File: src/verilog/icache_pkg.sv
package icache_pkg;

	// ==================================================
	// Widths
	// ==================================================

	localparam int ADDR_W = 32;
	// One bus beat
	localparam int BEAT_W = 32;
	// One cache line, four beats
	localparam int LINE_W = 128;
	localparam int BEATS = LINE_W / BEAT_W;
	// Byte offset bits inside a line
	localparam int OFS_W = $clog2(LINE_W / 8);

	// ==================================================
	// Address map and fill pattern
	// ==================================================

	// Upper address half that selects the boot ROM
	localparam logic [15:0] ROM_BASE_HI = 16'hFFFF;
	// Filler for a faulted line
	localparam logic [BEAT_W-1:0] NOP_WORD = 32'h0000_00D2;

	// ==================================================
	// Encodings
	// ==================================================

	typedef enum logic [1:0] {
		F_NONE,
		F_BUS_ERR,
		F_EXEC_VIOL
	} fault_e;

	// Where the refilled line comes from
	typedef enum logic [1:0] {
		SRC_ROM,
		SRC_L2,
		SRC_BUS
	} src_e;

	typedef enum logic [2:0] {
		S_IDLE,
		S_LOOKUP,
		S_WAIT_L2,
		S_BURST,
		S_FILL,
		S_SETTLE
	} refill_state_e;

endpackage

File: src/verilog/ic_boot_rom.sv
`timescale 1ns/1ps

module ic_boot_rom (
	input  logic clk,
	input  logic [icache_pkg::ADDR_W-1:0] adr_i,
	output logic [icache_pkg::LINE_W-1:0] line_o
);

	localparam int AW = icache_pkg::ADDR_W;
	localparam int OW = icache_pkg::OFS_W;
	localparam int BW = icache_pkg::BEAT_W;

	logic [AW-1:0] base;

	// Line-aligned start address
	assign base = {adr_i[AW-1:OW], {OW{1'b0}}};

	// Word k holds the inverse of its own byte address
	always_ff @(posedge clk) begin
		for (int k = 0; k < icache_pkg::BEATS; k++) begin
			line_o[k*BW +: BW] <= ~(base + AW'(4 * k));
		end
	end

endmodule

File: config.mk
export PLATFORM = sky130hd
export DESIGN_NAME = ic_boot_rom
export DESIGN_NICKNAME = d
export VERILOG_FILES = /design/src/verilog/icache_pkg.sv /design/src/verilog/ic_boot_rom.sv
export SDC_FILE = /design/constraint.sdc
export NUM_CORES = 1
export LEC_CHECK = 0
export ABC_CLOCK_PERIOD_IN_PS = 800
export BUFFER_PORTS_ARGS = -buffer_cell sky130_fd_sc_hd__buf_2
export CORE_AREA = 8 8 91 68
export CTS_BUF_LIST = sky130_fd_sc_hd__clkbuf_2 sky130_fd_sc_hd__clkbuf_4 sky130_fd_sc_hd__clkbuf_8
export DETAILED_ROUTE_END_ITERATION = 7
export DIE_AREA = 0 0 99 76
export PLACE_DENSITY_LB_ADDON = 0.3
export SYNTH_ARGS = -nofsm -noshare
export SYNTH_HDL_FRONTEND = slang
export SYNTH_SLANG_ARGS = --single-unit
File: constraint.sdc
create_clock -name clk -period 0.8 [get_ports clk]
set_input_delay 0 -clock clk [delete_from_list [all_inputs] [get_ports clk]]
set_output_delay 0 -clock clk [all_outputs]
set_load 0.1 [all_outputs]
==> impl_results.md <==
* Die ar. at approximately 0.0075 mm2
* Initial antenna violation count at 0
* Largest regs: line_o x28
* Port Buf Inserts at 140
* Post-Syn Area per Cell at 9.012 um2
* Htree depth at 1
* Yosys cell types at 4
* Crit path DAT at between 0.8 and 0.9 ns
* Fin. Hold Viols at 0
* Worst Path Buf+Inv at 1
* Clock power share at between 10% and 20%
* Min-delay worst type: in2reg
* Clock Tree Buf Depth at 2
* Metal3 WL at around 590 um
* Row Count at 22
* CP required at 0.80 ns
* P&R area growth vs syn at 153.8%
* Routability-driven placement congestion ratio at roughly 0.64
* Yosys warns at 0
* Post-CTS Resized at 0
* Critical path's slowest cell: dfxtp_4
* Register area share after synthesis at roughly 39%
* Leak Pwr at around 1.7 nW
* Wirelength per Cell at approximately 16 um
* DP HPWL at 4.156 mm
* Most common cell after layout, fill and taps aside: buf_12
* Via density at 3.497
* Failing checks: negative setup slack
* Routed wire length at 4.823 mm
* Nature of the critical path startpoint: register
* Metal-1 WL at 1.659 mm
* Commonest non-fill, non-tap cells in the layout: buf_12 (112), inv_1 (28), dlygate4sd3_1 (28), buf_2 (28), dfxtp_4 (28)
* Tot Pwr at 6.419 mW
* DRC at 0
* Final Cycle Share at 111.5%
* Final setup vio count at around 110
* First-pass GRT wire length at about 7.5 mm
* IO Count at roughly 160
* CP cell instances: buf_12
* Switching Share at 52.75%
* Kind of critical path: reg2out
* Max Used Layer: met4
* Max Clk Rate at roughly 1.1 GHz
* Cells after Synth at 158
* Delay of the slowest cell on the worst path at between 0.4 and 0.5 ns
* VDD IR max at about 1.1 mV
* CP Depth at 1
* Number of fill cells in the layout at 292
* P per Cell Area at 1776 mW/mm2
* RSZ-0062 raised after global routing: true
* Total GRT Usage at ~13%
* Dpl ws at 0.2034 ns
* Die Wd at between 90 and 100 um
* Root Driver: clkbuf_8
* Crit path max fanout at 4
* Post-CTS Setup Inserts at 0
* Comb power frac at 61.8%
* Footprint of the multi-input gates at roughly 60 um2
* Via Count at 1063
* Int Power at ~3 mW
* Register with the most flip-flops: line_o
* Max-slew violations at 0
* Dpl cells at roughly 270
* DR iter-0 viols at 4
* Synth area leaders: buf_4 (53%), dfxtp_1 (39%), inv_1 (7.4%)
* Post-synthesis cell area at roughly 0.0014 mm2
* Synth Register Bits at 28
* Max-cap violations at 0
* Family with the most delay on the worst path: flip-flops
* Largest net degree at the start of global routing at 16
* Reg area at between 600 and 700 um2
* Switching power at roughly 3.4 mW
* N_diodes at 0
* Gr ovfl total at 0
* Largest area contributor in the netlist: buf_4
* DR pass1 iterations at 2
* Fin crit period at between 0.8 and 0.9 ns
* # nets final at 278
* CTS Sinks at 28
* CTS tree: done
* Post-Layout Cell Count at between 300 and 400
* Final Util at 73.34%
* Final setup margin at -0.09223 ns
* Share of cells above drive strength 1 at 70.08%
* Hold path depth at 3
* Initial core utilization at between 20% and 30%
* Core ar. at between 0.004 and 0.005 mm2
* CP endpoint kind: primary output
* WL met2 at 2.563 mm
* Outcome: complete, but fails checks
* Setup TNS Final at -9.486 ns
* Vias in the first global route at 1200
* Final ANT Viol Nets at 0
* Reg power frac at 26.0%
* Die Ht at approximately 76 um
* Top-area cell type share of the netlist area at a little over half
* Max reg flops at 28
* CTS buffer count at 3
* Clk slew on worst S/H paths at 0.10 ns
## logic make-up after synthesis
group,count (synthesis),share of synthesized area [%]
buf+inv,128,60.11
flops,28,39.37
other cells,2,0.5274
## cells in the mapped netlist
cell and n:
buf_4 100, dfxtp_1 28, conb_1 2, inv_1 28
## area by class of cell
cell class	count	area share, %
tap	60	2.078
sequential	28	18.42
clock buffer	3	1.143
inverter	28	2.909
clock inverter	1	0.1039
multi-input combinational	16	1.662
timing repair buffer	168	73.68
## power by group through the flow
stage / combinational [mW] / sequential [mW] / clock [mW]
after global routing: 4.03 / 1.69 / 0.881
after floorplan: 2.38 / 2.08 / 0
after CTS: 3.98 / 1.68 / 0.840
final: 3.97 / 1.67 / 0.781
after global placement: 3.86 / 1.70 / 0
after detailed placement: 3.87 / 1.71 / 0
## path summary, 6_finish.rpt
path                                 from             endpoint
worst min-delay path            adr_i[24]  line_o[120]$_DFF_P_
worst max-delay path  line_o[114]$_DFF_P_           line_o[18]
## metal layers
layer | vias to the layer above | track usage, %
li1 | 510 | -
met1 | 464 | 12.87
met2 | 87 | 23.22
met3 | 2 | 6.752
met4 | 0 | 0.9160
met5 | - | 0
## metrics by stage
step	hold slack (ns)	cell area (um2)
finish	0.3825	3613
floorplan	0.05565	1600
CTS	0.3711	3613
detailed placement	0.1403	3288
global placement	0.1385	3288
global route	0.3882	3613
## timing repair
item,in CTS,in global routing
endpoints found under the hold margin,28,0
pin swaps,0,0
hold buffers,28,0
setup endpoints to repair,112,112
Note: power is estimated with default switching activity, not from simulation.
