## src/verilog/icache_pkg.sv

```systemverilog
package icache_pkg;

	// ==================================================
	// Widths
	// ==================================================

	localparam int ADDR_W = 32;
	// One bus beat
	localparam int BEAT_W = 32;
	// One cache line, four beats
	localparam int LINE_W = 128;
	localparam int BEATS = LINE_W / BEAT_W;
	// Byte offset bits inside a line
	localparam int OFS_W = $clog2(LINE_W / 8);

	// ==================================================
	// Address map and fill pattern
	// ==================================================

	// Upper address half that selects the boot ROM
	localparam logic [15:0] ROM_BASE_HI = 16'hFFFF;
	// Filler for a faulted line
	localparam logic [BEAT_W-1:0] NOP_WORD = 32'h0000_00D2;

	// ==================================================
	// Encodings
	// ==================================================

	typedef enum logic [1:0] {
		F_NONE,
		F_BUS_ERR,
		F_EXEC_VIOL
	} fault_e;

	// Where the refilled line comes from
	typedef enum logic [1:0] {
		SRC_ROM,
		SRC_L2,
		SRC_BUS
	} src_e;

	typedef enum logic [2:0] {
		S_IDLE,
		S_LOOKUP,
		S_WAIT_L2,
		S_BURST,
		S_FILL,
		S_SETTLE
	} refill_state_e;

endpackage

```

## src/verilog/ic_l2_array.sv

```systemverilog
`timescale 1ns/1ps

module ic_l2_array #(
	parameter int L2_LINES = 32
) (
	input  logic clk,
	input  logic rst_i,
	input  logic [icache_pkg::ADDR_W-1:0] adr_i,
	input  logic ld_i,
	input  logic [icache_pkg::LINE_W-1:0] line_i,
	output logic hit_o,
	output logic [icache_pkg::LINE_W-1:0] line_o
);

	localparam int OW = icache_pkg::OFS_W;
	localparam int IDX_W = $clog2(L2_LINES);
	localparam int TAG_W = icache_pkg::ADDR_W - OW - IDX_W;

	logic [TAG_W-1:0] tag_mem [L2_LINES];
	logic [icache_pkg::LINE_W-1:0] data_mem [L2_LINES];
	logic [L2_LINES-1:0] valid;

	logic [IDX_W-1:0] idx;
	logic [TAG_W-1:0] tag;

	assign idx = adr_i[OW +: IDX_W];
	assign tag = adr_i[icache_pkg::ADDR_W-1 -: TAG_W];

	// ==================================================
	// Valid bits and registered hit
	// ==================================================

	always_ff @(posedge clk) begin
		if (rst_i) begin
			valid <= '0;
			hit_o <= 1'b0;
		end else begin
			hit_o <= valid[idx] && (tag_mem[idx] == tag);
			if (ld_i)
				valid[idx] <= 1'b1;
		end
	end

	// Load replaces tag and data of the indexed entry
	always_ff @(posedge clk) begin
		line_o <= data_mem[idx];
		if (ld_i) begin
			tag_mem[idx] <= tag;
			data_mem[idx] <= line_i;
		end
	end

endmodule

```

## config.mk

```make
export PLATFORM = sky130hd
export DESIGN_NAME = ic_l2_array
export DESIGN_NICKNAME = d
export VERILOG_FILES = /design/src/verilog/icache_pkg.sv /design/src/verilog/ic_l2_array.sv
export SDC_FILE = /design/constraint.sdc
export NUM_CORES = 2
export LEC_CHECK = 0
export ABC_CLOCK_PERIOD_IN_PS = 13700
export BUFFER_PORTS_ARGS = -buffer_cell sky130_fd_sc_hd__buf_2
export CORE_UTILIZATION = 35
export DETAILED_ROUTE_END_ITERATION = 8
export GPL_ROUTABILITY_DRIVEN = 0
export SYNTH_ARGS = -nofsm -noshare
export SYNTH_HDL_FRONTEND = slang
export SYNTH_MEMORY_MAX_BITS = 65536
export SYNTH_SLANG_ARGS = --single-unit
```

## constraint.sdc

```tcl
create_clock -name clk -period 13.7 [get_ports clk]
set_input_delay 2.74 -clock clk [delete_from_list [all_inputs] [get_ports clk]]
set_output_delay 2.74 -clock clk [all_outputs]
set_load 0.02 [all_outputs]
```

==> results.cfg <==
[run_status]
status = completed

[global_routing]
grt_pass1_wl_mm = 692.5
first_global_vias = 90276
grt_usage_pct = 18.26
antenna_found_initial = 128
grt_max_degree = 129
grt_overflow = 0

[route]
drc = 0
drt-total-wl_mm = 498.8
first_iter_violations = 10217
postRouteAntennaNets = 0
vias = 88435
vias_per_cell = 5.553
wire_per_inst_um = 31.32
drtPass1Iterations = 6

[clock_network]
clock_sinks = 4993
clock_latency_ns = 1.07
htreeDepth = 6
postCtsSetupBuffers = 0
cts_buffer_depth = 4
cts_tree = yes
cts_resized = 0
cts_made_buffers = 520
clkTransAtPathRegs_ns = 0.06
postCtsHoldBufs = 0
root_buffer = clkbuf_16

[placed_design]
hpwl_mm = 241.6
placed_area_um2 = 196000
portBuffers = 287

[sta]
setup_viol = 0
fin_setup_tns_ns = 0
fin_skew_ns = 0.06354
slew_headroom_pct = 17.41
drv_slew = 0
min_period_over_period_pct = 53.44
tightest_slew_ns = 1.239
hold_violations = 0
post-route-min-period_ns = 7.322
clock.fmax_mhz = 136.6
rsz0062_at_grt = no

[layout]
drive_above_1_share_pct = 26.34
n_fill_cell = 45646
nets = 8635
postLayoutCellArea_um2 = 212800
final_cell_mix = 4832 x edfxtp_1, 1056 x mux4_2, 551 x mux2i_1
mostFrequentLayoutCell = edfxtp_1
syn2layout_area_growth_pct = 14.52

[worst_hold_path]
holdPathStages = 2
whs_endpoint = valid[7]$_SDFFE_PP0P_
hold_start = valid[7]$_SDFFE_PP0P_
hold_class = reg -> reg

[yosys]
ys_ff_latch = 4993
synth_warnings = 0
synth_cell_type_count = 49
async_flop_share_pct = 0
synthesis.nets = 8066
syn_area_per_cell_um2 = 23.51
syn_inst = 7903
syn_area_um2 = 185800
synth_flop_cell = edfxtp_1
ys_seq_area_share_pct = 79.83
synth_edf_count = 4832

[setup_path]
rrSetupSlack_ns = 11.04
cp_num_buf_inv = 5
crit_chain = buf_12 > buf_4 > buf_4 > buf_4 > buf_4 > mux4_2 > a22o_1 > a221oi_1 > o221ai_1
cp.required_ns = 14.61
end_kind = register
cp_max_fo = 104
ff2ff_path_depth = 7
r2r_end = hit_o$_SDFF_PP0_
arrival_ns = 8.23
cpLargestDelayFamily = buffers and inverters
path_common_cell = buf_4
slowest_delay_ns = 0.96
critPathSlowestCell = buf_4
r2r-start = tag_mem[3][8]$_DFFE_PP_
cp-start-kind = input pin
path_class = in -> reg

[pwr]
pwr-share-comb_pct = 4.4
switching_power_uw = 6930
p_seq_share_pct = 53.0
internal_power_uw = 25300
power_density_nw_per_um2 = 151.5
peakVddDrop_v = 0.0001362
p_leak_uw = 0.06685
p_clk_share_pct = 42.6
swShare_pct = 21.50

[die]
initial_utilization_pct = 35.13
die-area_um2 = 533800
die_x_um = 730.6
ios = 292
die_y_um = 730.6
rows = 267
core-area_um2 = 528800

[flow_run]
max_cap_violations = 0
## cells in the mapped netlist, types with 4 or more instances
library cell	n	share of area [%]
o21ai_0	8	0.022
nand4bb_1	4	0.024
a22oi_1	144	0.58
a221oi_1	77	0.36
o31ai_1	4	0.016
nand4_1	33	0.11
buf_4	30	0.12
nor4_1	35	0.12
buf_1	34	0.069
a22o_1	77	0.36
nor2_1	98	0.20
or4b_1	4	0.022
buf_6	13	0.079
clkbuf_1	127	0.26
or2_2	24	0.081
and3_1	20	0.067
mux2i_1	551	3.0
edfxtp_1	4832	78
o22ai_1	194	0.65
mux4_2	1056	13
buf_2	228	0.61
nand2_1	7	0.014
or4_1	10	0.040
dfxtp_1	161	1.7
a21oi_1	12	0.032
o221ai_1	77	0.36
## cells by family after synthesis
| group | Yosys count | share of synthesized area (%) |
|---|---|---|
| compound gates | 600 | 2.428 |
| xor+xnor | 6 | 0.02829 |
| buf+inv | 432 | 1.139 |
| flops | 4993 | 79.83 |
| mux | 1607 | 15.77 |
| simple gates | 265 | 0.8021 |
## layout make-up
class	instances	area (µm²)	share of cell area [%]
tap	6994	8751	4.113
sequential	4993	148300	69.71
clock buffer	689	14050	6.604
multi-input combinational	2478	35660	16.76
antenna	42	105.1	0.04940
clock inverter	250	2564	1.205
timing repair buffer	479	3318	1.560
## worst max-delay path by stage
stage                                endpoint  slack (ns)      from  cells past startpoint
floorplan           data_mem[10][0]$_DFFE_PP_        2.26  adr_i[5]                     10
global placement           line_o[32]$_DFF_P_        5.25  adr_i[5]                      9
detailed placement         line_o[32]$_DFF_P_        5.25  adr_i[5]                      9
CTS                        line_o[32]$_DFF_P_        6.44  adr_i[5]                      9
global route               line_o[32]$_DFF_P_        6.23  adr_i[5]                      9
finish                     line_o[32]$_DFF_P_        6.38  adr_i[5]                      9
## power groups by stage
stage                     clock [µW]  sequential (µW)  combinational (µW)
after detailed placement           0            17400                1450
final                          13700            17100                1430
after global placement             0            17400                1410
after global routing           14500            17100                1520
after floorplan                    0            17400                 784
after CTS                      14000            17100                1450
## flip-flops by register name, summed over array words and instances (netlist names)
register	count
data_mem	4096
tag_mem	736
line_o	128
valid	32
hit_o	1
## worst reg2reg max path: stages, from the launching register on
cell	delay [ns]
edfxtp_1	0.36
mux2i_1	0.18
o22ai_1	0.11
or4_1	0.60
or4_1	0.52
a22oi_1	0.36
nand4_1	0.26
nor4_2	0.20
## routing by layer
metal	share of wire [%]	global-route usage (%)	vias to the layer above
li1	-	-	35286
met1	39	24.24	48383
met2	50	31.34	3892
met3	7.8	2.930	834
met4	2.6	4.750	40
met5	0.051	0	-
## per-stage QoR
step	instances	worst slack (ns)	utilization (%)	total power [µW]	hold WS, ns
4_1_cts	15883	6.444	40.21	32480	0.4755
5_1_grt	15891	6.226	40.22	33130	0.4915
3_5_place_dp	14944	5.245	37.07	18850	0.4580
2_1_floorplan	7903	2.258	-	18210	0.4396
3_3_place_gp	14944	5.253	37.07	18800	0.4608
6_report	15925	6.378	40.23	32230	0.4724
Note: power is estimated with default switching activity, not from simulation.
