## src/verilog/icache_pkg.sv

```systemverilog
package icache_pkg;

	// ==================================================
	// Widths
	// ==================================================

	localparam int ADDR_W = 32;
	// One bus beat
	localparam int BEAT_W = 32;
	// One cache line, four beats
	localparam int LINE_W = 128;
	localparam int BEATS = LINE_W / BEAT_W;
	// Byte offset bits inside a line
	localparam int OFS_W = $clog2(LINE_W / 8);

	// ==================================================
	// Address map and fill pattern
	// ==================================================

	// Upper address half that selects the boot ROM
	localparam logic [15:0] ROM_BASE_HI = 16'hFFFF;
	// Filler for a faulted line
	localparam logic [BEAT_W-1:0] NOP_WORD = 32'h0000_00D2;

	// ==================================================
	// Encodings
	// ==================================================

	typedef enum logic [1:0] {
		F_NONE,
		F_BUS_ERR,
		F_EXEC_VIOL
	} fault_e;

	// Where the refilled line comes from
	typedef enum logic [1:0] {
		SRC_ROM,
		SRC_L2,
		SRC_BUS
	} src_e;

	typedef enum logic [2:0] {
		S_IDLE,
		S_LOOKUP,
		S_WAIT_L2,
		S_BURST,
		S_FILL,
		S_SETTLE
	} refill_state_e;

endpackage

```

## src/verilog/ic_line_assembler.sv

```systemverilog
`timescale 1ns/1ps

module ic_line_assembler (
	input  logic clk,
	input  icache_pkg::src_e src_sel_i,
	input  logic [icache_pkg::LINE_W-1:0] rom_line_i,
	input  logic [icache_pkg::LINE_W-1:0] l2_line_i,
	input  logic beat_take_i,
	input  logic [$clog2(icache_pkg::BEATS)-1:0] beat_idx_i,
	input  logic [icache_pkg::BEAT_W-1:0] dat_i,
	input  logic fault_take_i,
	input  icache_pkg::fault_e fault_code_i,
	output logic [icache_pkg::LINE_W-1:0] line_o,
	output icache_pkg::fault_e fault_o
);

	localparam int BW = icache_pkg::BEAT_W;

	// Line collected from the bus
	logic [icache_pkg::LINE_W-1:0] bus_line;
	icache_pkg::fault_e bus_fault;

	always_ff @(posedge clk) begin
		if (fault_take_i) begin
			// Whole line becomes NOPs tagged with the fault
			bus_line <= {icache_pkg::BEATS{icache_pkg::NOP_WORD}};
			bus_fault <= fault_code_i;
		end else if (beat_take_i) begin
			bus_line[beat_idx_i*BW +: BW] <= dat_i;
			// First beat starts a clean line
			if (beat_idx_i == '0)
				bus_fault <= icache_pkg::F_NONE;
		end
	end

	// Source select for the L1 and L2 write data
	always_comb begin
		case (src_sel_i)
		icache_pkg::SRC_ROM: begin
			line_o = rom_line_i;
			fault_o = icache_pkg::F_NONE;
		end
		icache_pkg::SRC_L2: begin
			line_o = l2_line_i;
			fault_o = icache_pkg::F_NONE;
		end
		default: begin
			line_o = bus_line;
			fault_o = bus_fault;
		end
		endcase
	end

endmodule

```

## config.mk

```make
export PLATFORM = sky130hd
export DESIGN_NAME = ic_line_assembler
export DESIGN_NICKNAME = d
export VERILOG_FILES = /design/src/verilog/icache_pkg.sv /design/src/verilog/ic_line_assembler.sv
export SDC_FILE = /design/constraint.sdc
export NUM_CORES = 1
export LEC_CHECK = 0
export BUFFER_PORTS_ARGS = -buffer_cell sky130_fd_sc_hd__buf_2
export CAP_MARGIN = 25
export CORE_AREA = 5 5 161 163
export CTS_CLUSTER_SIZE = 28
export DETAILED_ROUTE_END_ITERATION = 8
export DIE_AREA = 0 0 166 168
export PLACE_DENSITY = 0.61
export SLEW_MARGIN = 10
export SYNTH_ARGS = -nofsm -noshare
export SYNTH_HDL_FRONTEND = slang
export SYNTH_SLANG_ARGS = --single-unit
```

## constraint.sdc

```tcl
create_clock -name clk -period 3.3 [get_ports clk]
set_clock_uncertainty 0.2 [all_clocks]
set_input_delay 0.33 -clock clk [delete_from_list [all_inputs] [get_ports clk]]
set_output_delay 0.33 -clock clk [all_outputs]
set_load 0.01 [all_outputs]
```

==> impl_metrics.ini, run 1 <==
[power_and_ir_drop]
ir_drop_mv = 0.290
p_sw_mw = 1.11
switching_share_pct = 26.2
power_frac_seq_pct = 38.1
leakagePower_nw = 4.88
clkPwrFrac_pct = 43.2
cellPowerDensity_nw_per_um2 = 417
intPower_mw = 3.13
combPwrFrac_pct = 18.7

[route]
drtPass1Iterations = 5
vias = 7551
vias_per_cell = 4.93
drt_iter0_markers = 385
final_antenna_net_count = 0
drc = 0
finalWirelength_mm = 30.3
wl_per_cell_um = 19.8

[worst_hold_path]
min_path_cells = 2
hold_path_end = bus_line[65]
hp-class = in -> reg
hp-start = dat_i[1]

[critical_path]
cp-end-kind = primary output
r2r_slack_ns = 2.33
rr_worst_depth = 1
crit_path_start_kind = input pin
required_ns = 2.77
regToRegEndpoint = bus_line[100]
path_class = in -> out
reg2reg_from = bus_line[100]
worstPathArrival_ns = 1.65
cp_max_fo = 48

[floorplan]
die_y_um = 168
start_util_pct = 29.0
dieArea_um2 = 27900
die_w_um = 166
num_rows = 57
io_pins = 427
core_area_um2 = 24200

[logic_synthesis]
ys_seq_elements = 130
yosys.area.top_type_share_pct = 36.6
synthSimpleGateAreaFrac_pct = 12.4
yosysUniqueCellTypes = 29
yosysWarnings = 0
synthMuxAreaShare_pct = 18.3
synth.avg_cell_area_um2 = 8.90
synth.area.top_cells = dfxtp_1, mux2i_1, a22o_1
yosys.area_share.xor_xnor_pct = 0
synth_area_um2 = 7010
ys_seq_area_share_pct = 37.4
synth_area_leader_cell = dfxtp_1
synth_top_family_by_area = compound AO/OA/AOI/OAI gates
synthCells = 787
synthesis.nets = 1089
synth_compound_area_share_pct = 26.0
yosys.area_share.adder_pct = 0.893

[job]
cap_violations = 0

[placed_design]
dp_hpwl_mm = 23.2
preCtsSetupSlack_ns = 0.830
dp_cells = 1487
gp_congestion = 0.935
port_buffers = 426

[finish]
fillCellCount = 2456
final_cell_mix = buf_2, nand2_1, mux2i_1, o21ai_0, dfxtp_1
antenna_cells = 0
final_common_cell = buf_2
nets = 1497
multi_input_area_um2 = 4070
fin_util_pct = 42.1
finalNonFillerCells = 1532
final-seq-area_um2 = 2620
syn_to_final_growth_pct = 45.3
drive_above_1_share_pct = 40.0

[clock_tree]
root_buffer = clkbuf_16
htreeDepth = 4
clk_latency_ns = 0.41
tritoncts = done
hold_buffers = 13
cts_setup_buffers = 0
cts.sinks = 130
clk_pin_slew_ns = 0.05
numCtsBuffers = 17
cts_resized = 0
clockBufferDepth = 2

[timing]
fin_crit_sh_pct = 66.2
maxSlewViolCount = 0
slew_headroom_pct = 34.1
fin_ws_ns = 1.12
finalCriticalPeriod_ns = 2.18
hold_viol_final = 0
rsz0062_at_grt = false
worst_pin_slew_ns = 0.987
setup_tns_ns = 0
setup_viol = 0
max_freq_ghz = 0.458

[run_status]
status = completed

[global_routing]
grtUsageTotal_pct = 20.5
grt_pass1_vias = 7765
grt_first_pass_wirelength_mm = 45.0
grt_overflow_total = 0
grt_max_degree = 68
grt_antenna_before_repair = 0
## synthesized netlist by cell type
library cell,count
nand3b_1,1
nand2_2,1
nor4_2,1
buf_6,3
a22o_1,84
buf_1,2
mux2i_1,128
nor2b_1,29
and2_1,4
a32o_1,14
a221o_1,16
dfxtp_1,128
buf_2,30
nor3b_4,1
inv_1,3
a21oi_1,1
edfxtp_1,2
buf_4,3
nand2_1,134
nor3_4,1
a32oi_1,14
nor4b_4,1
a21oi_2,2
ha_1,5
and3b_1,1
nor2_1,15
clkbuf_1,34
nand2b_1,1
o21ai_0,128
## per-layer routing
layer | track usage [%] | vias up | wire length, um
li1 | - | 3721 | -
met3 | 5.39 | 21 | 2210
met2 | 35.9 | 324 | 14900
met5 | 0 | - | 0
met4 | 4.56 | 0 | 379
met1 | 25.5 | 3485 | 12800
## flip-flops by register name, summed over array words and instances (netlist names)
name and flops:
bus_fault 2, bus_line 128
## logic make-up (layout without fill, tap and decap cells)
family | Yosys count | count (layout)
adder cells (fa/ha/maj) | 5 | 5
buffers and inverters | 75 | 496
multiplexers | 128 | 128
AND/OR/NAND/NOR | 190 | 190
flip-flops | 130 | 130
AO/OA/AOI/OAI | 259 | 259
## power groups by stage
stage	Clock (mW)	Combinational [mW]	Sequential [mW]
global route	1.94	0.870	1.62
floorplan	0	0.386	1.64
global placement	0	0.779	1.65
finish	1.83	0.794	1.62
detailed placement	0	0.788	1.65
CTS	1.86	0.803	1.62
## area by class of cell
class / instances / area share (%)
Clock inverter: 5 / 0.737
Clock buffer: 27 / 4.84
Multi-Input combinational cell: 582 / 40.0
Sequential cell: 130 / 25.8
Tap cell: 324 / 3.98
Timing Repair Buffer: 461 / 24.6
Inverter: 3 / 0.111
## how the worst max path moves through the flow
stage | start | endpoint | cells after the start
after floorplan | beat_idx_i[0] | bus_line[105] | 6
after global placement | beat_idx_i[0] | bus_line[32] | 6
after detailed placement | beat_idx_i[0] | bus_line[100] | 7
after CTS | src_sel_i[0] | line_o[105] | 5
after global routing | src_sel_i[0] | line_o[90] | 5
final | src_sel_i[0] | line_o[105] | 5
## critical path: stages
cell,delay (ns)
buf_6,0.46
buf_4,0.37
mux2i_1,0.23
o21ai_0,0.09
buf_2,0.15
## per-stage QoR
step           hold WS, ns  cell area [um^2]  power [mW]
6_report            0.0207             10200        4.24
5_1_grt             0.0173             10200        4.43
3_5_place_dp         0.257              9480        2.44
3_3_place_gp         0.258              9480        2.43
2_1_floorplan        0.242              7010        2.03
4_1_cts            0.00367             10200        4.28
Power figures use the tool's default switching activity.
==> run 2, diff against run 1 <==
--- a/config.mk
+++ b/config.mk
@@ -7,11 +7,11 @@
 export LEC_CHECK = 0
 export BUFFER_PORTS_ARGS = -buffer_cell sky130_fd_sc_hd__buf_2
 export CAP_MARGIN = 25
-export CORE_AREA = 5 5 161 163
+export CORE_AREA = 5 5 162 164
 export CTS_CLUSTER_SIZE = 28
 export DETAILED_ROUTE_END_ITERATION = 8
-export DIE_AREA = 0 0 166 168
-export PLACE_DENSITY = 0.61
+export DIE_AREA = 0 0 167 169
+export PLACE_DENSITY = 0.6
 export SLEW_MARGIN = 10
 export SYNTH_ARGS = -nofsm -noshare
 export SYNTH_HDL_FRONTEND = slang
==> constraint.sdc (replaced) <==
create_clock -name clk -period 2.15 [get_ports clk]
set_clock_uncertainty 0.2 [all_clocks]
set_input_delay 0.215 -clock clk [delete_from_list [all_inputs] [get_ports clk]]
set_output_delay 0.215 -clock clk [all_outputs]
set_load 0.01 [all_outputs]
==> run 2 against run 1 <==
First-iteration DRC count decreased by 8.3%. Critical endpoint is now line_o[60]. Worst setup slack got worse by 0.73 ns. Count of clock-buffer cells in the layout decreased by 10.
==> impl_metrics.ini, run 2 (synthesis gave the netlist of run 1 again) <==
[finish]
drive_above_1_share_pct = 41.7
syn_to_final_growth_pct = 52.3
final_common_cell = buf_2
largest_reg_flops = 128
top_register = bus_line
largestRegisters = bus_line (128), bus_fault (2)
nets = 1532
fin_util_pct = 43.1
final_cell_mix = buf_2, nand2_1, mux2i_1, o21ai_0, dfxtp_1
finalNonFillerCells = 1574

[clock_tree]
htreeDepth = 4
cts_resized = 0
clk_pin_slew_ns = 0.06
cts.sinks = 130
hold_buffers = 20
clockBufferDepth = 2
cts_setup_buffers = 0
numCtsBuffers = 17
root_buffer = clkbuf_16
clk_latency_ns = 0.41
tritoncts = done

[timing]
rsz0062_at_grt = false
setup_tns_ns = 0
maxSlewViolCount = 0
max_freq_ghz = 0.567
fin_crit_sh_pct = 82.1
setup_viol = 0
hold_viol_final = 0
slew_headroom_pct = 58.1
worst_pin_slew_ns = 0.627
finalCriticalPeriod_ns = 1.76

[critical_path]
crit_path_max_incr_delay_ns = 0.26
cp_slowest_cell = buf_12
reg2reg_from = bus_line[103]
path_cells = buf_6 > buf_12 > buf_4 > mux2i_1 > o21ai_0 > buf_2
regToRegEndpoint = bus_line[103]
worstPathArrival_ns = 1.35
crit_path_start_kind = input pin
cp-end-kind = primary output
cp_max_fo = 36
path_class = in -> out
rr_worst_depth = 1
required_ns = 1.74
r2r_slack_ns = 1.17

[route]
final_antenna_net_count = 0
finalWirelength_mm = 31.1
drt_iter0_markers = 353
vias_per_cell = 4.89
vias = 7690
drtPass1Iterations = 5
drc = 0
wl_per_cell_um = 19.7

[worst_hold_path]
min_path_cells = 3
hold_path_end = bus_line[114]
hp-start = dat_i[18]
hp-class = in -> reg

[placed_design]
gp_congestion = 0.875
dp_hpwl_mm = 24.2
port_buffers = 426
dp_cells = 1521

[floorplan]
start_util_pct = 28.3
dieArea_um2 = 28200
die_y_um = 169
core_area_um2 = 24700
io_pins = 427
num_rows = 58
die_w_um = 167

[power_and_ir_drop]
ir_drop_mv = 0.433
cellPowerDensity_nw_per_um2 = 658
leakagePower_nw = 5.12

[global_routing]
grt_antenna_before_repair = 1
grtUsageTotal_pct = 20.9
grt_pass1_vias = 8010
grt_max_degree = 50
grt_overflow_total = 0
grt_first_pass_wirelength_mm = 46.0

[run_status]
status = completed

[job]
cap_violations = 0
-- run 2: cell count changes in the layout (fill, tap and decap cells not counted), moves of 4 or more --
cell and delta:
dlygate4sd3_1 +7, inv_6 +4, clkbuf_1 -7, buf_4 +19, buf_12 +9
-- run 2: layer usage --
metal,global-route usage (%),vias to the layer above,share of wire [%]
met1,25.7,3591,43
li1,-,3788,-
met2,37.3,291,50
met5,0,-,0
met3,4.83,20,6.0
met4,4.30,0,1.1
-- run 2: how the worst max path moves through the flow --
stage / startpoint / endpoint / slack (ns) / depth (start not counted)
2_1_floorplan: beat_idx_i[0] / bus_line[117] / 0.32 / 6
3_3_place_gp: beat_idx_i[0] / bus_line[103] / 0.19 / 7
3_5_place_dp: beat_idx_i[0] / bus_line[7] / 0.18 / 6
4_1_cts: src_sel_i[0] / line_o[50] / 0.38 / 6
5_1_grt: src_sel_i[0] / line_o[6] / 0.30 / 6
6_report: src_sel_i[0] / line_o[60] / 0.39 / 6
-- run 2: area by class of cell --
type	instances	area [um^2]
Antenna cell	2	5.00
Timing Repair Buffer	496	2900
Sequential cell	130	2620
Tap cell	330	413
Clock buffer	17	425
Multi-Input combinational cell	582	4070
Inverter	3	11.3
Fill cell	2499	14100
Clock inverter	14	226
-- run 2: power breakdown --
group	internal, mW	switching (mW)	total, mW
combinational	0.614	0.690	1.30
clock	2.07	1.17	3.25
sequential	2.45	0.0241	2.48
-- run 2: critical path, delay by kind of cell --
family / cells / cell delay, ns
muxes: 1 / 0.18
AOI/OAI and AO/OA: 1 / 0.09
buffers and inverters: 4 / 0.79
-- run 2: stage by stage --
step / instance area (um^2) / setup WS (ns) / hold WS (ns) / power, mW
2_1_floorplan: 7010 / 0.320 / 0.154 / 3.11
3_3_place_gp: 9820 / 0.190 / 0.256 / 3.81
3_5_place_dp: 9820 / 0.181 / 0.258 / 3.82
4_1_cts: 10700 / 0.379 / 0.0829 / 7.09
5_1_grt: 10700 / 0.297 / 0.0960 / 7.30
6_report: 10700 / 0.385 / 0.0950 / 7.03
