$ cat src/verilog/icache_pkg.sv
package icache_pkg;

	// ==================================================
	// Widths
	// ==================================================

	localparam int ADDR_W = 32;
	// One bus beat
	localparam int BEAT_W = 32;
	// One cache line, four beats
	localparam int LINE_W = 128;
	localparam int BEATS = LINE_W / BEAT_W;
	// Byte offset bits inside a line
	localparam int OFS_W = $clog2(LINE_W / 8);

	// ==================================================
	// Address map and fill pattern
	// ==================================================

	// Upper address half that selects the boot ROM
	localparam logic [15:0] ROM_BASE_HI = 16'hFFFF;
	// Filler for a faulted line
	localparam logic [BEAT_W-1:0] NOP_WORD = 32'h0000_00D2;

	// ==================================================
	// Encodings
	// ==================================================

	typedef enum logic [1:0] {
		F_NONE,
		F_BUS_ERR,
		F_EXEC_VIOL
	} fault_e;

	// Where the refilled line comes from
	typedef enum logic [1:0] {
		SRC_ROM,
		SRC_L2,
		SRC_BUS
	} src_e;

	typedef enum logic [2:0] {
		S_IDLE,
		S_LOOKUP,
		S_WAIT_L2,
		S_BURST,
		S_FILL,
		S_SETTLE
	} refill_state_e;

endpackage

$ cat src/verilog/ic_l1_array.sv
`timescale 1ns/1ps

module ic_l1_array #(
	parameter int L1_LINES = 8
) (
	input  logic clk,
	input  logic rst_i,
	input  logic [icache_pkg::ADDR_W-1:0] rd_adr_i,
	input  logic [icache_pkg::ADDR_W-1:0] wr_adr_i,
	input  logic wr_i,
	input  logic inv_i,
	input  logic [icache_pkg::LINE_W-1:0] line_i,
	input  icache_pkg::fault_e fault_i,
	output logic hit_o,
	output logic [icache_pkg::LINE_W-1:0] line_o,
	output icache_pkg::fault_e fault_o
);

	localparam int OW = icache_pkg::OFS_W;
	localparam int IDX_W = $clog2(L1_LINES);
	localparam int TAG_W = icache_pkg::ADDR_W - OW - IDX_W;

	logic [TAG_W-1:0] tag_mem [L1_LINES];
	logic [icache_pkg::LINE_W-1:0] data_mem [L1_LINES];
	icache_pkg::fault_e fault_mem [L1_LINES];
	logic [L1_LINES-1:0] valid;

	logic [IDX_W-1:0] rd_idx;
	logic [TAG_W-1:0] rd_tag;
	logic [IDX_W-1:0] wr_idx;

	// Index sits just above the line offset
	assign rd_idx = rd_adr_i[OW +: IDX_W];
	assign rd_tag = rd_adr_i[icache_pkg::ADDR_W-1 -: TAG_W];
	assign wr_idx = wr_adr_i[OW +: IDX_W];

	// Lookup is purely combinational
	assign hit_o = valid[rd_idx] && (tag_mem[rd_idx] == rd_tag);
	assign line_o = data_mem[rd_idx];
	assign fault_o = fault_mem[rd_idx];

	// Valid bits
	always_ff @(posedge clk) begin
		if (rst_i)
			valid <= '0;
		else if (wr_i)
			valid[wr_idx] <= 1'b1;
		else if (inv_i)
			valid[wr_idx] <= 1'b0;
	end

	// Tag, fault code and data of a written line
	always_ff @(posedge clk) begin
		if (wr_i) begin
			tag_mem[wr_idx] <= wr_adr_i[icache_pkg::ADDR_W-1 -: TAG_W];
			data_mem[wr_idx] <= line_i;
			fault_mem[wr_idx] <= fault_i;
		end
	end

endmodule

$ cat config.mk
export PLATFORM = sky130hd
export DESIGN_NAME = ic_l1_array
export DESIGN_NICKNAME = d
export VERILOG_FILES = /design/src/verilog/icache_pkg.sv /design/src/verilog/ic_l1_array.sv
export SDC_FILE = /design/constraint.sdc
export NUM_CORES = 1
export LEC_CHECK = 0
export ABC_AREA = 1
export BUFFER_PORTS_ARGS = -buffer_cell sky130_fd_sc_hd__clkbuf_2
export CAP_MARGIN = 5
export CORE_ASPECT_RATIO = 1.2
export CORE_MARGIN = 8
export CORE_UTILIZATION = 30
export CTS_BUF_LIST = sky130_fd_sc_hd__clkbuf_16
export DETAILED_ROUTE_END_ITERATION = 12
export GPL_TIMING_DRIVEN = 1
export PLACE_DENSITY = 0.49
export SYNTH_ARGS = -nofsm -noshare
export SYNTH_HDL_FRONTEND = slang
export SYNTH_SLANG_ARGS = --single-unit
export TNS_END_PERCENT = 5
$ cat constraint.sdc
create_clock -name clk -period 8.65 [get_ports clk]
set_input_delay 0.4325 -clock clk [delete_from_list [all_inputs] [get_ports clk]]
set_output_delay 0.4325 -clock clk [all_outputs]
set_load 0.01 [all_outputs]
==> results of run 1 <==
worst max-delay path by stage:
stage	end	start	depth (start not counted)
final	line_o[40]	rd_adr_i[4]	8
after global routing	hit_o	rd_adr_i[4]	14
after CTS	hit_o	rd_adr_i[4]	14
after detailed placement	hit_o	rd_adr_i[4]	14
after global placement	hit_o	rd_adr_i[4]	14
after floorplan	data_mem[7][0]$_DFFE_PP_	wr_adr_i[4]	4
flip-flops by register name, summed over array words and instances (netlist names), named ones only:
| name | count |
|---|---|
| data_mem | 1024 |
| tag_mem | 200 |
| fault_mem | 16 |
cells in the mapped netlist:
master	count	area share [%]
edfxtp_1	1240	76
buf_12	1	0.041
nand2_1	351	2.7
nor2_1	951	7.3
o21ai_1	1	0.010
inv_2	2	0.015
o22ai_1	130	1.7
o21ai_0	529	5.4
nand3_1	127	1.3
buf_2	71	0.72
o211ai_1	1	0.015
inv_1	165	1.3
nor3_1	6	0.061
a31oi_1	130	1.7
clkbuf_1	109	0.83
clkinv_1	1	0.0076
a21oi_1	9	0.092
buf_6	9	0.21
buf_4	33	0.50
dfxtp_1	8	0.33
buf_1	19	0.14
nand3b_1	13	0.20
layer usage:
layer | up-vias | wire length [um] | global-route usage (%)
met5 | - | 111 | 0
met4 | 18 | 2750 | 4.24
met3 | 187 | 6850 | 3.18
met2 | 615 | 58800 | 22.4
met1 | 15258 | 59100 | 19.1
li1 | 14771 | - | -
per-stage QoR:
stage               util [%]  power, uW  cell area (um2)  std cells
floorplan                  -       7540            49200       3906
global placement        32.3       7890            52900       6172
detailed placement      32.3       7900            52900       6172
CTS                     35.8      13400            58600       6569
global route            35.8      13700            58600       6574
finish                  35.8      13200            58600       6582
critical path, cell delays in order:
cell and delay, ps:
buf_8 360, buf_4 860, buf_12 430, o21ai_0 220
o22ai_1 230, nor2_1 60, a31oi_1 260, clkbuf_2 200
cell usage in the layout, fill, tap and decap left out, drive strengths merged:
cell type       n
a21oi           9
a31oi         130
buf            45
bufinv          3
clkbuf        457
clkinv         57
clkinvlp        4
dfxtp           8
diode          13
dlygate4sd3   156
edfxtp       1240
inv           206
nand2         351
nand3         127
nand3b         13
nor2          951
nor3            6
o211ai          1
o21ai         530
o22ai         130
cells by family after synthesis:
kind of cell,Yosys count,synth area share [%]
buf+inv,410,3.73
compound gates,800,8.80
simple gates,1448,11.5
flops,1248,76.0
layout make-up:
cell class / count / area [um2]
Tap cell: 2145 / 2680
Sequential cell: 1248 / 37400
Clock inverter: 102 / 677
Timing Repair Buffer: 519 / 3640
Clock buffer: 139 / 3480
Antenna cell: 13 / 32.5
Fill cell: 15972 / 105000
Multi-Input combinational cell: 2248 / 10000
Inverter: 168 / 653
where the power goes:
part / total [uW] / switching (uW) / internal [uW]
logic: 924 / 633 / 291
clock network: 5400 / 2380 / 3020
registers: 6890 / 37.0 / 6860
repair_timing:
action	CTS	global route
resized for setup	0	0
hold buffers	156	0
hold endpoints to repair	1248	0
==> flow_metrics.tcl, run 1 <==
set metrics [dict create \
    clock_latency_ps 760 \
    cts_tree "built" \
    hold_depth 4 \
    syn-cell-area_um2 49200 \
    yosysSeqAreaShare_pct 76.0 \
    pre_cts_slack_ps 4590 \
    grt_pass1_vias 29968 \
    totalWireLength_mm 128 \
    num_vias 30849 \
    die_h_um 460 \
    yosys_register_bits 1248 \
    clk_path_buf_depth 3 \
    grt_overflow_total 0 \
    slew_headroom_pct 18.3 \
    start_util_pct 30.1 \
    vias_per_cell 4.69 \
    cp-end-kind "output port" \
    drv_slew 0 \
    ios 329 \
    rsz0062_at_grt "false" \
    cts_max_level 4 \
    leakage_uw 0.0204 \
    min_period_over_period_pct 46.6 \
    avgSynthCellArea_um2 12.6 \
    hold_ws_ps 140 \
    synth_nets 4104 \
    critPathArrivalTime_ps 3600 \
    startpoint_type "input port" \
    antenna_found_initial 22 \
    layout-drive-gt1-share_pct 12.6 \
    die_x_um 386 \
    reg2reg_depth 2 \
    grt_pass1_wl_mm 190 \
    power.density_nw_per_um2 226 \
    fmax_mhz 248 \
    layout_min_cycle_time_ps 4030 \
    drtAntennaViolNets 0 \
    clk_pin_slew_worst_paths_ps 60 \
    first_iter_violations 1968 \
    wire_per_inst_um 19.4 \
    setup_viol 0 \
    crit_fanout 169 \
    cts_sinks 1248 \
    hold_class "in -> reg" \
    coreArea_um2 164000 \
    ir_drop_v 0.000189 \
    cp.required_ps 8220 \
    netlist_instances 3906 \
    r2r_setup_slack_ps 8020 \
    nets 4519 \
    drv_cap 0 \
    cts_inserted_buffers 136 \
    drc 0 \
    critPathKind "in -> out" \
    postCtsSetupBuffers 0 \
    root_buffer "clkbuf_16" \
    grt_max_degree 185 \
    status "complete, no violations" \
    fin_skew_ps 0 \
    syn2layout_area_growth_pct 19.1 \
    yosysWarnings 0 \
    worst_pin_slew_ps 1230 \
    finalWorstSetupSlack_ps 4620 \
    synth.distinct_cells 22 \
    dp_hpwl_mm 64.1 \
    dr.pass1.iters 7 \
    dieArea_um2 177000 \
    row_count 163 \
    min_from "inv_i" \
    grtUsageTotal_pct 14.0 \
    tns_ps 0 \
    place.gp.congestion 0.733 \
    hold_violations 0 \
    io_buffer_count 320 \
]
No activity file was read; power rests on OpenSTA's default activity.
==> run 2, diff against run 1 <==
--- a/config.mk
+++ b/config.mk
@@ -5,7 +5,7 @@
 export SDC_FILE = /design/constraint.sdc
 export NUM_CORES = 1
 export LEC_CHECK = 0
-export ABC_AREA = 1
+export ABC_AREA = 0
 export BUFFER_PORTS_ARGS = -buffer_cell sky130_fd_sc_hd__clkbuf_2
 export CAP_MARGIN = 5
 export CORE_ASPECT_RATIO = 1.2
==> constraint.sdc (replaced) <==
create_clock -name clk -period 3.8 [get_ports clk]
set_input_delay 0.19 -clock clk [delete_from_list [all_inputs] [get_ports clk]]
set_output_delay 0.19 -clock clk [all_outputs]
set_load 0.01 [all_outputs]
==> flow_metrics.tcl, run 2 <==
set metrics [dict create \
    synth_mux_area_share_pct 18.2 \
    cts_inserted_buffers 135 \
    totalWireLength_mm 111 \
    setup_viol 0 \
    cts_max_level 4 \
    synth-main-ff-cell "edfxtp_1" \
    postCtsSetupBuffers 0 \
    critPathKind "reg -> out" \
    async_reset_ff_share_pct 0 \
    cp.required_ps 3610 \
    hold_violations 0 \
    root_buffer "clkbuf_16" \
    yosysTopAreaCellShare_pct 78.9 \
    yosysWarnings 0 \
    pre_cts_slack_ps 542 \
    leakage_uw 0.0189 \
    ios 329 \
    reg_top3 "data_mem x1024, tag_mem x200, fault_mem x16" \
    coreArea_um2 156000 \
    synth_xor_area_share_pct 0.408 \
    largest_reg_flops 1024 \
    drtAntennaViolNets 0 \
    grt_max_degree 111 \
    cts_tree "built" \
    yosys_register_bits 1248 \
    synth_top_family_by_area "multiplexers" \
    dp_hpwl_mm 62.5 \
    cp-end-kind "output port" \
    min_period_over_period_pct 92.4 \
    start_util_pct 30.2 \
    synth_edf_count 1240 \
    startpoint_type "register" \
    row_count 159 \
    fillers 14320 \
    io_buffer_count 320 \
    drv_slew 0 \
    grt_pass1_vias 24454 \
    mostFrequentLayoutCell "edfxtp_1" \
    yosys.area_share.adder_pct 0 \
    layout_common_cells "1240 x edfxtp_1, 317 x clkbuf_2, 286 x mux4_2" \
    critPathArrivalTime_ps 3320 \
    synth.distinct_cells 34 \
    clock_latency_ps 760 \
    placed_area_um2 51800 \
    layout-drive-gt1-share_pct 38.3 \
    slew_headroom_pct 21.5 \
    tns_ps 0 \
    netlist_instances 1940 \
    clk_path_buf_depth 3 \
    status "complete, no violations" \
    avgSynthCellArea_um2 24.3 \
    grtUsageTotal_pct 12.9 \
    die_h_um 450 \
    synth-simple-area-share_pct 0.570 \
    cts_hold_buf 171 \
    max_flop_register "data_mem" \
    worst_pin_slew_ps 1170 \
    power.density_nw_per_um2 526 \
    clk_pin_slew_worst_paths_ps 60 \
    crit_fanout 1 \
    nets 2728 \
    layout_min_cycle_time_ps 3510 \
    synthTopCellsByCount "1240 x edfxtp_1, 286 x mux4_2, 151 x mux2_2" \
    cts_sinks 1248 \
    final-seq-area_um2 37400 \
    syn-cell-area_um2 47200 \
    die_x_um 378 \
    final_util_pct 37.0 \
    dr.pass1.iters 7 \
    cts_resized 0 \
    ir_drop_v 0.000433 \
    grt_overflow_total 0 \
    drc 0 \
    yosysSeqAreaShare_pct 79.3 \
    multiInputGateArea_um2 9350 \
    num_vias 21847 \
    fmax_mhz 285 \
    finalWorstSetupSlack_ps 289 \
    rsz0062_at_grt "false" \
    first_iter_violations 1265 \
    place.gp.congestion 0.715 \
    drv_cap 0 \
    yosysTopAreaCell "edfxtp_1" \
    vias_per_cell 4.62 \
    synth_nets 2138 \
    wire_per_inst_um 23.4 \
    synth_area_leaders "edfxtp_1 79%, mux4_2 14%, mux2_2 3.6%" \
    grt_pass1_wl_mm 163 \
    dieArea_um2 170000 \
    antenna_found_initial 10 \
    hold_class "in -> reg" \
    fin_skew_ps 0 \
    final_area_um2 57900 \
    syn2layout_area_growth_pct 22.7 \
    synth_compound_area_share_pct 0.581 \
    synth_most_common_cell "edfxtp_1" \
]
## run 2: report_power, final
group / switching (uW) / internal (uW) / leakage (uW) / total (uW)
sequential: 94.5 / 15600 / 0.0113 / 15700
combinational: 1040 / 911 / 0.00536 / 1950
clock: 5230 / 7540 / 0.00225 / 12800
total: 6370 / 24100 / 0.0189 / 30400
## run 2: worst paths after layout
check / end / slack (ps) / start / depth (start not counted)
setup reg to reg: register / 2100 / register / 4
setup / recovery: hit_o / 290 / tag_mem[7][14]$_DFFE_PP_ / 8
hold / removal: data_mem[2][17]$_DFFE_PP_ / 250 / line_i[17] / 2
hold reg to reg: register / 490 / register / 2
## run 2: final cells by class
cell class	instances	area share [%]
tap	2093	4.53
clock inverter	104	1.53
sequential	1248	64.6
inverter	6	0.0908
timing repair buffer	546	7.09
multi-input combinational	593	16.2
antenna	5	0.0216
clock buffer	138	5.97
## run 2: cell families after synthesis
group,Yosys count
flip-flops,1248
AO/OA/AOI/OAI,42
buffers and inverters,99
AND/OR/NAND/NOR,48
XOR/XNOR,22
multiplexers,481
## run 2: stage by stage
step | std cells | total power [uW] | hold WS (ps)
after global routing | 4730 | 31500 | 212
final | 4733 | 30400 | 251
after floorplan | 1940 | 17000 | 289
after global placement | 4315 | 17800 | 444
after CTS | 4728 | 30900 | 132
after detailed placement | 4315 | 17800 | 467
## run 2: critical path: stages (launching register included)
cell and delay, ps:
edfxtp_1 370, mux4_2 470, mux2i_1 210, xnor2_1 90
nor4_1 530, buf_4 220, nand4_1 150, nor4_2 340
clkbuf_2 180
## run 2: routing by layer
| layer | vias up | GRT usage [%] | routed length (um) |
|---|---|---|---|
| li1 | 9500 | - | - |
| met1 | 11679 | 16.1 | 46000 |
| met2 | 503 | 22.6 | 57100 |
| met3 | 159 | 2.82 | 5050 |
| met4 | 6 | 3.63 | 2370 |
| met5 | - | 0 | 41 |
