[config.mk]
export PLATFORM = sky130hd
export DESIGN_NAME = ic_refill_ctrl
export DESIGN_NICKNAME = d
export VERILOG_FILES = /design/src/verilog/icache_pkg.sv /design/src/verilog/ic_refill_ctrl.sv
export SDC_FILE = /design/constraint.sdc
export NUM_CORES = 1
export LEC_CHECK = 0
export ABC_AREA = 1
export ABC_CLOCK_PERIOD_IN_PS = 3900
export BUFFER_PORTS_ARGS = -buffer_cell sky130_fd_sc_hd__buf_4
export CELL_PAD_IN_SITES_DETAIL_PLACEMENT = 0
export CELL_PAD_IN_SITES_GLOBAL_PLACEMENT = 2
export CORE_MARGIN = 4
export CORE_UTILIZATION = 31
export CTS_BUF_LIST = sky130_fd_sc_hd__clkbuf_4 sky130_fd_sc_hd__clkbuf_8
export CTS_CLUSTER_SIZE = 12
export DETAILED_ROUTE_END_ITERATION = 12
export GPL_TIMING_DRIVEN = 0
export PLACE_DENSITY = 0.86
export SLEW_MARGIN = 10
export SYNTH_ARGS = -nofsm -noshare
export SYNTH_HDL_FRONTEND = slang
export SYNTH_SLANG_ARGS = --single-unit
export TNS_END_PERCENT = 20
[constraint.sdc]
create_clock -name clk -period 3.9 [get_ports clk]
set_input_delay 0.78 -clock clk [delete_from_list [all_inputs] [get_ports clk]]
set_output_delay 0.78 -clock clk [all_outputs]
set_load 0.02 [all_outputs]
[src/verilog/icache_pkg.sv]
package icache_pkg;

	// ==================================================
	// Widths
	// ==================================================

	localparam int ADDR_W = 32;
	// One bus beat
	localparam int BEAT_W = 32;
	// One cache line, four beats
	localparam int LINE_W = 128;
	localparam int BEATS = LINE_W / BEAT_W;
	// Byte offset bits inside a line
	localparam int OFS_W = $clog2(LINE_W / 8);

	// ==================================================
	// Address map and fill pattern
	// ==================================================

	// Upper address half that selects the boot ROM
	localparam logic [15:0] ROM_BASE_HI = 16'hFFFF;
	// Filler for a faulted line
	localparam logic [BEAT_W-1:0] NOP_WORD = 32'h0000_00D2;

	// ==================================================
	// Encodings
	// ==================================================

	typedef enum logic [1:0] {
		F_NONE,
		F_BUS_ERR,
		F_EXEC_VIOL
	} fault_e;

	// Where the refilled line comes from
	typedef enum logic [1:0] {
		SRC_ROM,
		SRC_L2,
		SRC_BUS
	} src_e;

	typedef enum logic [2:0] {
		S_IDLE,
		S_LOOKUP,
		S_WAIT_L2,
		S_BURST,
		S_FILL,
		S_SETTLE
	} refill_state_e;

endpackage

[src/verilog/ic_refill_ctrl.sv]
`timescale 1ns/1ps

module ic_refill_ctrl #(
	parameter int ROM_RD_LAT = 1,
	parameter int L2_RD_LAT = 2,
	parameter int L1_WR_LAT = 2
) (
	input  logic clk,
	input  logic rst_i,
	input  logic fetch_valid_i,
	input  logic [icache_pkg::ADDR_W-1:0] fetch_adr_i,
	input  logic hit_i,
	input  logic inv_i,
	input  logic [icache_pkg::ADDR_W-1:0] inv_adr_i,
	input  logic l2_hit_i,
	input  logic ack_i,
	input  logic err_i,
	input  logic exv_i,
	output logic idle_o,
	output logic [icache_pkg::ADDR_W-1:0] l1_adr_o,
	output logic l1_wr_o,
	output logic l1_inv_o,
	output logic [icache_pkg::ADDR_W-1:0] l2_adr_o,
	output logic l2_ld_o,
	output icache_pkg::src_e src_sel_o,
	output logic beat_take_o,
	output logic [$clog2(icache_pkg::BEATS)-1:0] beat_idx_o,
	output logic fault_take_o,
	output icache_pkg::fault_e fault_code_o,
	output logic cyc_o,
	output logic stb_o,
	output logic [2:0] cti_o,
	output logic [icache_pkg::ADDR_W-1:0] adr_o,
	output logic [15:0] refill_cnt_o
);

	localparam int AW = icache_pkg::ADDR_W;
	localparam int OW = icache_pkg::OFS_W;
	localparam int BIDX_W = $clog2(icache_pkg::BEATS);
	// Longest wait any latency counter has to cover
	localparam int LAT_A = (ROM_RD_LAT > L2_RD_LAT) ? ROM_RD_LAT : L2_RD_LAT;
	localparam int LAT_MAX = (LAT_A > L1_WR_LAT) ? LAT_A : L1_WR_LAT;
	localparam int CNT_W = $clog2(LAT_MAX) + 1;

	icache_pkg::refill_state_e state;
	// Line-aligned address of the miss being served
	logic [AW-1:0] miss_adr;
	logic inv_pend;
	logic [AW-1:0] inv_adr_r;
	logic [CNT_W-1:0] lat_cnt;
	logic [BIDX_W-1:0] beat_cnt;
	logic is_rom;
	logic bus_fault;

	// ROM region comes from the latched miss, not the live fetch
	assign is_rom = (miss_adr[AW-1 -: 16] == icache_pkg::ROM_BASE_HI);
	assign bus_fault = err_i | exv_i;

	assign idle_o = (state == icache_pkg::S_IDLE);
	assign l2_adr_o = miss_adr;

	// Beat strobes are combinational so dat_i is taken in the answered cycle
	assign beat_take_o = (state == icache_pkg::S_BURST) & ack_i & ~bus_fault;
	assign beat_idx_o = beat_cnt;
	assign fault_take_o = (state == icache_pkg::S_BURST) & bus_fault;

	// Execute violation outranks a plain bus error
	always_comb begin
		if (exv_i)
			fault_code_o = icache_pkg::F_EXEC_VIOL;
		else if (err_i)
			fault_code_o = icache_pkg::F_BUS_ERR;
		else
			fault_code_o = icache_pkg::F_NONE;
	end

	// ==================================================
	// Refill sequencer
	// ==================================================

	always_ff @(posedge clk) begin
		if (rst_i) begin
			state <= icache_pkg::S_IDLE;
			inv_pend <= 1'b0;
			lat_cnt <= '0;
			beat_cnt <= '0;
			l1_wr_o <= 1'b0;
			l1_inv_o <= 1'b0;
			l2_ld_o <= 1'b0;
			src_sel_o <= icache_pkg::SRC_ROM;
			cyc_o <= 1'b0;
			stb_o <= 1'b0;
			cti_o <= 3'b000;
			refill_cnt_o <= '0;
		end else begin
			// Strobes last a single cycle
			l1_wr_o <= 1'b0;
			l1_inv_o <= 1'b0;
			l2_ld_o <= 1'b0;
			case (state)
			icache_pkg::S_IDLE: begin
				lat_cnt <= '0;
				// Pending invalidate goes ahead of a new miss
				if (inv_pend) begin
					l1_adr_o <= {inv_adr_r[AW-1:OW], {OW{1'b0}}};
					l1_inv_o <= 1'b1;
					inv_pend <= 1'b0;
				end else if (fetch_valid_i && !hit_i) begin
					miss_adr <= {fetch_adr_i[AW-1:OW], {OW{1'b0}}};
					l1_adr_o <= {fetch_adr_i[AW-1:OW], {OW{1'b0}}};
					state <= icache_pkg::S_LOOKUP;
				end
			end
			icache_pkg::S_LOOKUP: begin
				lat_cnt <= lat_cnt + 1'b1;
				if (is_rom && lat_cnt == CNT_W'(ROM_RD_LAT - 1)) begin
					// ROM data is ready, write it next cycle
					src_sel_o <= icache_pkg::SRC_ROM;
					l1_wr_o <= 1'b1;
					lat_cnt <= '0;
					state <= icache_pkg::S_SETTLE;
				end else if (!is_rom && lat_cnt == CNT_W'(L2_RD_LAT - 1)) begin
					lat_cnt <= '0;
					state <= icache_pkg::S_WAIT_L2;
				end
			end
			icache_pkg::S_WAIT_L2: begin
				if (l2_hit_i) begin
					src_sel_o <= icache_pkg::SRC_L2;
					l1_wr_o <= 1'b1;
					state <= icache_pkg::S_SETTLE;
				end else begin
					// L2 miss, open the burst on the external bus
					src_sel_o <= icache_pkg::SRC_BUS;
					cyc_o <= 1'b1;
					stb_o <= 1'b1;
					cti_o <= 3'b001;
					adr_o <= miss_adr;
					beat_cnt <= '0;
					state <= icache_pkg::S_BURST;
				end
			end
			icache_pkg::S_BURST: begin
				if (bus_fault) begin
					// First fault ends the burst, line is not kept in L2
					cyc_o <= 1'b0;
					stb_o <= 1'b0;
					cti_o <= 3'b000;
					l1_wr_o <= 1'b1;
					state <= icache_pkg::S_FILL;
				end else if (ack_i) begin
					beat_cnt <= beat_cnt + 1'b1;
					// Flag the final beat
					if (beat_cnt == BIDX_W'(icache_pkg::BEATS - 2))
						cti_o <= 3'b111;
					if (beat_cnt == BIDX_W'(icache_pkg::BEATS - 1)) begin
						cyc_o <= 1'b0;
						stb_o <= 1'b0;
						cti_o <= 3'b000;
						l1_wr_o <= 1'b1;
						l2_ld_o <= 1'b1;
						state <= icache_pkg::S_FILL;
					end
				end
			end
			icache_pkg::S_FILL: begin
				// L1 write and L2 load happen during this cycle
				refill_cnt_o <= refill_cnt_o + 16'd1;
				lat_cnt <= '0;
				state <= icache_pkg::S_SETTLE;
			end
			icache_pkg::S_SETTLE: begin
				// Let the L1 write become visible before going idle
				lat_cnt <= lat_cnt + 1'b1;
				if (lat_cnt == CNT_W'(L1_WR_LAT - 1))
					state <= icache_pkg::S_IDLE;
			end
			default: state <= icache_pkg::S_IDLE;
			endcase
			// A new request overrides the clear done in S_IDLE
			if (inv_i) begin
				inv_pend <= 1'b1;
				inv_adr_r <= inv_adr_i;
			end
		end
	end

endmodule

==> metrics.md <==
| Metric | Value |
|---|---|
| Diodes inserted | `0` |
| Vias in the first global route | `3914` |
| Post-Syn Area | `5480 sq um` |
| Setup CP Type | `input port to flop` |
| Hold crit path type | `flop to flop` |
| CP Max Fanout | `12` |
| First-pass GRT wire length | `21600 um` |
| Synth Area in XOR/XNOR | `0.160%` |
| PD cells | `456 nW/um^2` |
| Hold worst-path end | `adr_o[6]` |
| WHS Path Cells | `0` |
| DRC viols | `0` |
| P_int | `0.00256 W` |
| Critical Path End Type | `flop` |
| Largest net degree at the start of global routing | `29` |
| Primary FF master, synth | `edfxtp_1` |
| RSZ-0062 raised after global routing | `no` |
| Area of the die | `19900 sq um` |
| Hold bufs inserted after CTS | `0` |
| Mapped Cells | `463` |
| Iter 0 DRT Violations | `199` |
| Longest Clk Path Bufs | `2` |
| Placed cell area | `7230 sq um` |
| Psw | `0.000916 W` |
| Core Rows | `48` |
| Pins Over Slew Limit | `0` |
| Core area | `17300 sq um` |
| Detail Placement HPWL | `10700 um` |
| # port buffers | `180` |
| Final setup violation count | `0` |
| Post-synthesis mux area share | `0%` |
| MaxCap Viol Count | `0` |
| TritonCTS clock tree | `done` |
| Syn avg cell area | `11.8 sq um` |
| Pleak | `3.20 nW` |
| CTS HTree Levels | `4` |
| CTS resizes | `0` |
| CTS Sinks | `144` |
| Placer Congestion | `0.796` |
| Grt ovf | `0` |
| Max Freq | `0.407 GHz` |
| Run status | `finished clean` |
| Simple-gate area share of the yosys netlist | `15.9%` |
| Setup crit start kind | `input port` |
| Unique masters post-synth | `30` |
| Post-synth EDFFs | `112` |
| WL/cell | `15.1 um` |
| Fin crit share | `62.9%` |
| Share of power burned in registers | `51.8%` |
| Min Clock Period, post-route | `2.45 ns` |
| Area growth syn-to-layout | `39.2%` |
| Die H | `141 um` |
| First-pass DRT Iterations | `5` |
| Worst r2r src | `state[1]` |
| Fin util | `44.1%` |
| Antenna-violating nets left | `0` |
| Layout cells sized above 1 | `37.3%` |
| Critical Path AT | `2.59 ns` |
| Slew of the pin with the lowest slew margin | `0.868 ns` |
| Synth Area in Compound Gates | `4.22%` |
| Via count | `3888` |
| CTS Buf Count | `17` |
| Gr usage total | `14.2%` |
| Die W | `141 um` |
| Final hold vios | `0` |
| Initial core utilization | `31.7%` |
| Initial antenna violation count | `0` |
| Root Buffer | `clkbuf_8` |
| Worst Skew | `0.0111 ns` |
| R2r worst-path depth | `9` |
| Warning count from the yosys run | `0` |
| Combinational share of power | `14.3%` |
| Routed WL | `13800 um` |
| Switching share of total power | `26.4%` |
| Fillers | `1663` |
| Clock share of power | `33.9%` |
| CTS clk-pin slew, worst paths | `0.09 ns` |
| Worst Path Required | `4.03 ns` |
| Reg2reg end | `l2_adr_o[27]` |
| I/O pin count | `202` |
| Clk_lat worst skew | `0.44 ns` |
| Synthesis-stage register bit count | `144` |
| Largest family of logic cells by synthesized area | `simple AND/OR/NAND/NOR gates` |
| Synth Area in Adders | `1.14%` |
| Post-CTS Setup Inserts | `0` |
| DR vias/cell | `4.25` |
| NumNets Final | `754` |
| Worst rel slew slack | `41.8%` |
| Hold Crit Start | `l2_adr_o[6]` |
| Asr flop ratio synth | `0%` |
| Seq/Total Area, Yosys | `73.1%` |
| Worst vdd ir | `189 uV` |
| Finished Cell Area | `7630 sq um` |
| Worst R2R Setup Slack | `1.50 ns` |
-- synth_stat cells, types with 2 or more instances --
cell        n  area share [%]
nor3_1      7            0.64
nand3_2     2            0.37
nor2_4      3            0.62
dfxtp_1    32              12
nor2_2      3            0.34
nand3_1     9            0.82
nand2_1   134             9.2
edfxtp_1  112              61
o21ai_0    15             1.4
nor2_1     37             2.5
a21oi_1    21             1.9
buf_2       3            0.27
buf_4      15             2.1
clkbuf_1    4            0.27
nand2_2     3            0.34
nand4_1     6            0.69
inv_2       6            0.41
a31oi_1     2            0.23
buf_1       2            0.14
inv_1      33             2.3
ha_1        5             1.1
-- flip-flops by register name (all words and copies together) (netlist names) --
register,flops
refill_cnt_o,16
state,3
l1_adr_o,28
src_sel_o,2
inv_pend,1
l2_adr_o,28
adr_o,28
lat_cnt,2
stb_o,1
l2_ld_o,1
beat_idx_o,2
cti_o,2
inv_adr_r,28
l1_wr_o,1
l1_inv_o,1
-- worst max-delay path, stage by stage --
cell and delay (ns):
buf_2 0.18, inv_1 0.30, nand2_1 0.18, nor3_2 0.68
buf_6 0.24, buf_4 0.21
-- power groups by stage --
stage               sequential, W  combinational (W)  clock, W
CTS                       0.00180           0.000503   0.00121
detailed placement        0.00184           0.000501         0
floorplan                 0.00190           0.000203         0
global placement          0.00184           0.000474         0
finish                    0.00180           0.000495   0.00118
global route              0.00181           0.000549   0.00128
-- cell type report --
cell class	count	area [sq um]	area share [%]
multi-input cells	267	1250	16.4
inverters	39	146	1.92
plain buffers	24	150	1.97
clock buffers	21	264	3.46
well taps	225	282	3.69
flip-flops and latches	144	4000	52.5
clock inverters	11	131	1.72
repair buffers	183	1400	18.3
-- metrics by stage --
stage | worst slack [ns] | cells | hold slack, ns | power [W] | setup TNS (ns)
detailed placement | 0.955 | 882 | 0.439 | 0.00234 | 0
CTS | 1.42 | 914 | 0.463 | 0.00352 | 0
global route | 1.24 | 914 | 0.465 | 0.00364 | 0
finish | 1.45 | 914 | 0.460 | 0.00348 | 0
floorplan | 0.361 | 474 | 0.445 | 0.00210 | 0
global placement | -0.920 | 879 | 0.434 | 0.00231 | -27.75
-- layout by cell type (no fill, tap or decap), types with 4 or more instances in the layout --
master	instances
o21ai_0	15
buf_4	196
edfxtp_1	112
clkbuf_1	4
nand2_1	134
dfxtp_1	32
inv_1	33
nor2_1	35
clkbuf_8	17
nor2_4	5
nand4_1	6
nor3_1	6
conb_1	12
a21oi_1	20
ha_1	5
clkbuf_4	4
inv_2	6
nand3_1	9
-- metal layers --
layer	track usage (%)	vias to the layer above	wire [um]
li1	-	1956	-
met1	17.1	1807	5760
met2	24.3	112	7090
met3	3.80	13	733
met4	5.41	0	218
met5	0	-	0
-- worst max path at each step --
stage                         endpoint  depth (start not counted)  startpoint
after floorplan           l2_adr_o[10]                          4       rst_i
after global placement    l2_adr_o[24]                          4       rst_i
after detailed placement  l2_adr_o[27]                          6       rst_i
after CTS                  beat_take_o                          7    state[1]
after global routing      l2_adr_o[27]                          9    state[1]
final                     l2_adr_o[27]                          6       rst_i
-- logic make-up after synthesis --
group,Yosys count
AND/OR/NAND/NOR,206
other,1
XOR/XNOR,1
flip-flops,144
AO/OA/AOI/OAI,43
adder cells (fa/ha/maj),5
buffers and inverters,63
No activity file was read; power rests on OpenSTA's default activity.
